File: src/hw/xpose_pkg.sv
package xpose_pkg;

    // ##################################################
    // block geometry
    // ##################################################

    // edge of the 8x8 transform block
    localparam int BLK = 8;

    // ##################################################
    // bus and index types
    // ##################################################

    // one Wishbone data word, two coefficients side by side
    typedef logic [31:0] word_t;

    // one coefficient as it travels on the bus, sign-extended
    typedef logic [15:0] half_t;

    // row or column index within a block
    typedef logic [2:0] idx_t;

    // coefficient pair index within a row or column
    typedef logic [1:0] pair_t;

endpackage
File: src/hw/row_if.sv
interface row_if #(
    parameter int QW = 15
);

    // one full row or column of the block
    logic signed [QW-1:0] data [xpose_pkg::BLK];
    xpose_pkg::idx_t      idx;
    logic                 valid;
    logic                 hold;

    // the source keeps data and idx stable while hold is high
    modport src (
        output data,
        output idx,
        output valid,
        input  hold
    );

    modport dst (
        input  data,
        input  idx,
        input  valid,
        output hold
    );

endinterface

File: src/hw/xpose_top.sv
module xpose_top #(
    parameter int QW = 15
) (
    input  logic             clk,
    input  logic             resetn,

    // write port, rows in
    input  logic             wbw_cyc_i,
    input  logic             wbw_stb_i,
    input  logic             wbw_we_i,
    input  xpose_pkg::word_t wbw_dat_i,
    output logic             wbw_ack_o,

    // read port, columns out
    input  logic             wbr_cyc_i,
    input  logic             wbr_stb_i,
    input  logic             wbr_we_i,
    output xpose_pkg::word_t wbr_dat_o,
    output logic             wbr_ack_o
);

    row_if #(.QW(QW)) row_bus ();
    row_if #(.QW(QW)) col_bus ();

    row_collector #(.QW(QW)) u_row_collector (
        .clk       (clk),
        .resetn    (resetn),
        .wbw_cyc_i (wbw_cyc_i),
        .wbw_stb_i (wbw_stb_i),
        .wbw_we_i  (wbw_we_i),
        .wbw_dat_i (wbw_dat_i),
        .wbw_ack_o (wbw_ack_o),
        .row_o     (row_bus.src)
    );

    transpose_buf #(.QW(QW)) u_transpose_buf (
        .clk    (clk),
        .resetn (resetn),
        .row_i  (row_bus.dst),
        .col_o  (col_bus.src)
    );

    column_reader #(.QW(QW)) u_column_reader (
        .clk       (clk),
        .resetn    (resetn),
        .col_i     (col_bus.dst),
        .wbr_cyc_i (wbr_cyc_i),
        .wbr_stb_i (wbr_stb_i),
        .wbr_we_i  (wbr_we_i),
        .wbr_dat_o (wbr_dat_o),
        .wbr_ack_o (wbr_ack_o)
    );

endmodule

File: src/hw/column_reader.sv
module column_reader #(
    parameter int QW = 15
) (
    input  logic             clk,
    input  logic             resetn,
    row_if.dst               col_i,
    input  logic             wbr_cyc_i,
    input  logic             wbr_stb_i,
    input  logic             wbr_we_i,
    output xpose_pkg::word_t wbr_dat_o,
    output logic             wbr_ack_o
);

    logic signed [QW-1:0] col_q [xpose_pkg::BLK];
    logic                 have_col;
    xpose_pkg::pair_t     pair_cnt;
    xpose_pkg::idx_t      lo_idx;
    xpose_pkg::idx_t      hi_idx;
    xpose_pkg::half_t     lo_half;
    xpose_pkg::half_t     hi_half;
    logic                 take;
    logic                 rd_take;
    logic                 last_rd;
    logic                 load;

    // a read waits for a column, a stray write is acknowledged at once
    assign take    = wbr_cyc_i & wbr_stb_i & ~wbr_ack_o & (wbr_we_i | have_col);
    assign rd_take = take & ~wbr_we_i;
    assign last_rd = rd_take & (pair_cnt == 2'd3);

    // the next column can come in on the same edge as the last read of this one
    assign col_i.hold = have_col & ~last_rd;
    assign load       = col_i.valid & ~col_i.hold;

    assign lo_idx  = {pair_cnt, 1'b0};
    assign hi_idx  = {pair_cnt, 1'b1};
    assign lo_half = {{(16 - QW){col_q[lo_idx][QW-1]}}, col_q[lo_idx]};
    assign hi_half = {{(16 - QW){col_q[hi_idx][QW-1]}}, col_q[hi_idx]};

    // ##################################################
    // Wishbone ack and read data
    // ##################################################

    always_ff @(posedge clk) begin
        if (!resetn) begin
            wbr_ack_o <= 1'b0;
        end else begin
            wbr_ack_o <= take;
        end
    end

    always_ff @(posedge clk) begin
        if (rd_take) begin
            wbr_dat_o <= {hi_half, lo_half};
        end
    end

    // ##################################################
    // column register
    // ##################################################

    always_ff @(posedge clk) begin
        if (!resetn) begin
            have_col <= 1'b0;
            pair_cnt <= '0;
        end else begin
            if (rd_take) begin
                pair_cnt <= pair_cnt + 1'b1;
            end
            if (load) begin
                have_col <= 1'b1;
            end else if (last_rd) begin
                have_col <= 1'b0;
            end
        end
    end

    always_ff @(posedge clk) begin
        if (load) begin
            for (int i = 0; i < xpose_pkg::BLK; i++) begin
                col_q[i] <= col_i.data[i];
            end
        end
    end

endmodule

File: src/hw/transpose_buf.sv
module transpose_buf #(
    parameter int QW = 15
) (
    input  logic clk,
    input  logic resetn,
    row_if.dst   row_i,
    row_if.src   col_o
);

    // storage is indexed as bank, row, column
    logic signed [QW-1:0] mem [2][xpose_pkg::BLK][xpose_pkg::BLK];
    logic                 wr_bank;
    logic                 rd_bank;
    logic [1:0]           full;
    xpose_pkg::idx_t      col_cnt;
    logic                 row_take;
    logic                 col_take;

    // ##################################################
    // write side
    // ##################################################

    // with both banks full the write bank is full too, so rows are held
    assign row_i.hold = full[wr_bank];
    assign row_take   = row_i.valid & ~full[wr_bank];

    always_ff @(posedge clk) begin
        if (row_take) begin
            for (int c = 0; c < xpose_pkg::BLK; c++) begin
                mem[wr_bank][row_i.idx][c] <= row_i.data[c];
            end
        end
    end

    // ##################################################
    // read side
    // ##################################################

    assign col_o.valid = full[rd_bank];
    assign col_o.idx   = col_cnt;
    assign col_take    = col_o.valid & ~col_o.hold;

    // column c takes element c of every row in the read bank
    always_comb begin
        for (int r = 0; r < xpose_pkg::BLK; r++) begin
            col_o.data[r] = mem[rd_bank][r][col_cnt];
        end
    end

    // ##################################################
    // bank control
    // ##################################################

    // write and read banks never coincide while a row and a column both move,
    // since a row only enters a bank that is not full
    always_ff @(posedge clk) begin
        if (!resetn) begin
            wr_bank <= 1'b0;
            rd_bank <= 1'b0;
            full    <= 2'b00;
            col_cnt <= '0;
        end else begin
            if (row_take && row_i.idx == 3'd7) begin
                full[wr_bank] <= 1'b1;
                wr_bank       <= ~wr_bank;
            end
            if (col_take) begin
                col_cnt <= col_cnt + 1'b1;
                if (col_cnt == 3'd7) begin
                    full[rd_bank] <= 1'b0;
                    rd_bank       <= ~rd_bank;
                end
            end
        end
    end

endmodule

File: src/hw/row_collector.sv
module row_collector #(
    parameter int QW = 15
) (
    input  logic             clk,
    input  logic             resetn,
    input  logic             wbw_cyc_i,
    input  logic             wbw_stb_i,
    input  logic             wbw_we_i,
    input  xpose_pkg::word_t wbw_dat_i,
    output logic             wbw_ack_o,
    row_if.src               row_o
);

    logic signed [QW-1:0] row_q [xpose_pkg::BLK];
    xpose_pkg::pair_t     pair_cnt;
    xpose_pkg::idx_t      row_cnt;
    xpose_pkg::idx_t      lo_idx;
    xpose_pkg::idx_t      hi_idx;
    xpose_pkg::half_t     lo_half;
    xpose_pkg::half_t     hi_half;
    logic                 row_valid;
    logic                 take;
    logic                 wr_take;
    logic                 row_done;

    // no new transfer while a finished row is still waiting on the buffer
    assign take     = wbw_cyc_i & wbw_stb_i & ~wbw_ack_o & ~row_valid;
    assign wr_take  = take & wbw_we_i;
    assign row_done = row_valid & ~row_o.hold;

    assign lo_idx  = {pair_cnt, 1'b0};
    assign hi_idx  = {pair_cnt, 1'b1};
    assign lo_half = wbw_dat_i[15:0];
    assign hi_half = wbw_dat_i[31:16];

    // ##################################################
    // Wishbone ack
    // ##################################################

    always_ff @(posedge clk) begin
        if (!resetn) begin
            wbw_ack_o <= 1'b0;
        end else begin
            wbw_ack_o <= take;
        end
    end

    // ##################################################
    // row assembly
    // ##################################################

    always_ff @(posedge clk) begin
        if (!resetn) begin
            pair_cnt  <= '0;
            row_cnt   <= '0;
            row_valid <= 1'b0;
        end else begin
            if (wr_take) begin
                pair_cnt <= pair_cnt + 1'b1;
                if (pair_cnt == 2'd3) begin
                    row_valid <= 1'b1;
                end
            end
            if (row_done) begin
                row_valid <= 1'b0;
                row_cnt   <= row_cnt + 1'b1;
            end
        end
    end

    // only the low QW bits of each half are kept
    always_ff @(posedge clk) begin
        if (wr_take) begin
            row_q[lo_idx] <= lo_half[QW-1:0];
            row_q[hi_idx] <= hi_half[QW-1:0];
        end
    end

    always_comb begin
        for (int i = 0; i < xpose_pkg::BLK; i++) begin
            row_o.data[i] = row_q[i];
        end
    end

    assign row_o.idx   = row_cnt;
    assign row_o.valid = row_valid;

endmodule

File: config.mk
export PLATFORM = sky130hd
export DESIGN_NAME = xpose_top
export DESIGN_NICKNAME = d
export VERILOG_FILES = /design/src/hw/xpose_pkg.sv /design/src/hw/row_if.sv /design/src/hw/xpose_top.sv /design/src/hw/column_reader.sv /design/src/hw/transpose_buf.sv /design/src/hw/row_collector.sv
export SDC_FILE = /design/constraint.sdc
export NUM_CORES = 2
export LEC_CHECK = 0
export BUFFER_PORTS_ARGS = -buffer_cell sky130_fd_sc_hd__buf_2
export CAP_MARGIN = 10
export CORE_MARGIN = 2
export CORE_UTILIZATION = 46
export DETAILED_ROUTE_END_ITERATION = 12
export GPL_TIMING_DRIVEN = 1
export PLACE_DENSITY = 0.68
export SYNTH_ARGS = -nofsm -noshare
export SYNTH_HDL_FRONTEND = slang
export SYNTH_SLANG_ARGS = --single-unit
File: constraint.sdc
create_clock -name clk -period 7.54 [get_ports clk]
set_clock_uncertainty 0.1 [all_clocks]
set_input_delay 0.377 -clock clk [delete_from_list [all_inputs] [get_ports clk]]
set_output_delay 0.377 -clock clk [all_outputs]
set_load 0.01 [all_outputs]
==> impl_metrics.csv <==
group,metric,value,unit
timing,timing.final.crit_period,4.046,ns
place,dpl_cell_area,90130,um^2
critical_path,r2r_slack,3.49,ns
logic_synthesis,synth_ff_type,"edfxtp_1",
critical_path,path_cells,"mux2i_4 -> nand4b_1 -> nor2_4 -> buf_4",
drt,drt-pass1-iter-count,9,
drt,wl,206100,um
global_routing,grt.total_usage,0.2142,
drt,drc,2,
timing,setup_total_negative_slack,0,ns
logic_synthesis,post_synth.cell_area_avg,19.09,um^2
timing,finalSetupViolCount,0,
floorplan,floorplan.die.width,438.8,um
logic_synthesis,synth_top_cell_area_share,0.7562,
timing,grt_setup_unrepaired,"no",
logic_synthesis,postSynthRegisterBits,2211,
critical_path,critPathLaunchType,"flop",
cts,clockBufferDepth,3,
critical_path,timing.rr.start,"u_transpose_buf.wr_bank$_SDFFE_PN0N_",
logic_synthesis,async_set_reset_flop_share_out_of_synthesis,0,
global_routing,grt_overflow_total,0,
cts,cts_root_buf,"clkbuf_16",
min_path,worstHoldEndpoint,"u_transpose_buf.col_o.idx[1]$_SDFFE_PN0P_",
drt,final_antenna_net_count,0,
min_path,worst_hold_path_cells,5,
logic_synthesis,synth-compound-area-share,0.07042,
floorplan,die_area,192600,um^2
drt,iteration_0_drc_markers,4851,
critical_path,critPathMaxFanout,48,
logic_synthesis,synth-xor-area-share,0.0004028,
critical_path,critPathRequiredTime,7.88,ns
logic_synthesis,synthesis.area,86970,um^2
critical_path,cpPeakStageDelay,1.12,ns
floorplan,floorplan.core_area,187800,um^2
logic_synthesis,synth.cells.most_frequent,"edfxtp_1 (2190), o21ai_0 (844), mux4_2 (510), nand2_1 (247), a22oi_1 (240)",
min_path,hold_path_class,"in2reg",
global_routing,grt_pass1_wl,302300,um
cts,insertion_delay_to_the_later_sink_of_the_worst_skew_pair,0.83,ns
outcome,outcome,"finished with violations",
final_layout,post_route_cells_drive_above_1_share,0.2000,
final_layout,areaGrowthSynthToFinish,11.58,%
logic_synthesis,largest_family_of_logic_cells_by_synthesized_area,"multiplexers",
logic_synthesis,synthesis_warnings,0,
logic_synthesis,syn_inst,4555,
min_path,hold_start,"wbr_stb_i",
pwr,cellLeakagePower,29.62,nW
cts,hold_buffers,37,
outcome,failed_checks,"design-rule violations",
logic_synthesis,synth_nets,4604,
critical_path,timing.critical_path.arrival,4.39,ns
cts,post-cts-setup-buffer-count,0,
cts,cts-buffers-inserted,215,
final_layout,postLayoutCellArea,97040,um^2
global_routing,grt_pass1_vias,46440,
logic_synthesis,fraction_of_the_mapped_netlist_area_in_adder_cells,0.001295,
drt,route.detailed.vias_per_inst,6.135,
cts,tritoncts,"done",
drt,vias,44950,
logic_synthesis,synth.mux.area_fraction,0.1328,
critical_path,worst_r2r_path_depth,4,
critical_path,cpMaxStageDelayCell,"nor2_4",
place,placed_cells,6908,
timing,slew_headroom,0.1755,
pwr,irDropWorstVdd,0.0002293,V
flow_run,max_cap_viols,0,
timing,whs,0.07945,ns
floorplan,placement_rows,159,
floorplan,die-height,438.8,um
logic_synthesis,number_of_unique_standard_cell_types_used_by_synthesis,37,
floorplan,start_util,0.4631,
critical_path,endpoint_kind,"flop",
floorplan,top_level_ports,74,
cts,numClockSinks,2211,
place,finalWeightedCongestion,0.7403,
timing,hold_violations,0,
logic_synthesis,synth_edf_count,2190,
pwr,p_per_area,244.2,nW/um^2
global_routing,largest_net_degree_at_the_start_of_global_routing,142,
critical_path,worst_path_dominant_cell_family,"simple AND/OR/NAND/NOR gates",
logic_synthesis,synth.most_common_cell,"edfxtp_1",
logic_synthesis,synthSimpleGateAreaFrac,0.01493,
final_layout,final_cells,7326,
cts,ctsHtreeMaxLevel,4,
final_layout,finalNetCount,4716,
timing,max_transition_viols_final,0,
critical_path,critical_path.reg2reg.endpoint,"u_transpose_buf.mem[0][484]$_DFFE_PP_",
timing,timing.fmax,247.2,MHz
timing,final_worst_path_period_share,0.5366,
critical_path,worstSetupPathType,"reg2reg",
drt,route.detailed.wl_per_inst,28.13,um
cts,clkSlewWorstSetupHoldPaths,0.06,ns
cts,cts-resized-gates,0,
logic_synthesis,most_area_hungry_cell_type_in_the_yosys_netlist,"edfxtp_1",
place,dpl.hpwl,109500,um
critical_path,worstPathBufferInverterCount,1,
timing,worstMarginPinSlew,1.234,ns
global_routing,grt_antenna_before_repair,20,
place,io_buffers,71,
logic_synthesis,synth_sequential_area_ratio,0.7610,
logic_synthesis,synthTopCellsByArea,"edfxtp_1 (76%), mux4_2 (13%), o21ai_0 (4.9%)",
==> routing by layer <==
| metal | track usage | wire length (um) |
|---|---|---|
| met4 | 0.06718 | 5936 |
| met5 | 0 | 119 |
| met2 | 0.3673 | 105100 |
| met3 | 0.03554 | 15400 |
| met1 | 0.2807 | 79540 |
==> cells in the final DEF, fill, tap and decap left out, drive strengths merged, types with 6 or more instances in the layout <==
master / n
dlygate4sd3: 37
ha: 9
bufinv: 13
edfxtp: 2190
clkinv: 86
nand3: 6
o21ai: 844
clkbuf: 271
inv: 114
a22oi: 240
dfxtp: 21
nand2: 247
a21oi: 9
nand4b: 6
nor2: 28
mux4: 510
buf: 152
==> worst register-to-register path, stage by stage (launching register included) <==
cell and delay [ns]:
dfxtp_1 0.53, mux2i_4 0.51, nand4b_1 0.51, nor2_4 1.12, buf_4 0.82
==> power by group <==
group / internal (mW) / switching [mW] / leakage (nW) / total [mW]
Sequential: 13.4 / 0.0203 / 19.9 / 13.4
Combinational: 0.0462 / 0.127 / 6.58 / 0.173
Clock: 5.72 / 4.38 / 3.19 / 10.1
Total: 19.2 / 4.53 / 29.6 / 23.7
==> worst max path at each step <==
stage,startpoint,cells past startpoint,slack (ns),end
finish,u_transpose_buf.wr_bank$_SDFFE_PN0N_,4,3.49,u_transpose_buf.mem[0][484]$_DFFE_PP_
global route,u_transpose_buf.wr_bank$_SDFFE_PN0N_,4,3.31,u_transpose_buf.mem[0][484]$_DFFE_PP_
CTS,u_transpose_buf.wr_bank$_SDFFE_PN0N_,4,3.46,u_transpose_buf.mem[0][484]$_DFFE_PP_
detailed placement,u_transpose_buf.wr_bank$_SDFFE_PN0N_,4,3.48,u_transpose_buf.mem[0][529]$_DFFE_PP_
global placement,u_transpose_buf.wr_bank$_SDFFE_PN0N_,4,3.56,u_transpose_buf.mem[0][529]$_DFFE_PP_
floorplan,u_transpose_buf.wr_bank$_SDFFE_PN0N_,6,0.41,u_transpose_buf.mem[0][120]$_DFFE_PP_
==> final cells by class <==
type                            count  area (um^2)
Clock inverter                    105        852.1
Timing Repair Buffer              189         1496
Antenna cell                        5        12.51
Clock buffer                      271         5675
Fill cell                       14890        90760
Inverter                          108        405.4
Tap cell                         2495         3122
Sequential cell                  2211        66200
Multi-Input combinational cell   1942        19280
==> kinds of logic (layout without fill, tap and decap cells) <==
family	after synthesis	count (layout)
DFF	2211	2211
AOI/OAI and AO/OA	1099	1099
muxes	515	515
buffers and inverters	402	673
and+or+nand+nor	315	315
adders and majority gates	9	9
xor gates and xnor gates	4	4
other	0	5
==> metrics by stage <==
stage,util,worst slack (ns),total power [mW]
global placement,0.4799,3.556,13.82
CTS,0.5167,3.460,23.83
detailed placement,0.4799,3.476,13.84
floorplan,-,0.4055,13.76
global route,0.5167,3.310,24.33
finish,0.5167,3.494,23.70
==> flip-flops by register name, summed over array words and instances (netlist names), 2 cells and up, named ones only <==
signal	count
u_column_reader.wbr_dat_o	30
u_row_collector.row_q	120
u_column_reader.col_q	120
u_transpose_buf.full	2
u_transpose_buf.col_o.idx	3
u_row_collector.pair_cnt	2
u_row_collector.row_o.idx	3
u_column_reader.pair_cnt	2
u_transpose_buf.mem	1920
Power figures use the tool's default switching activity.
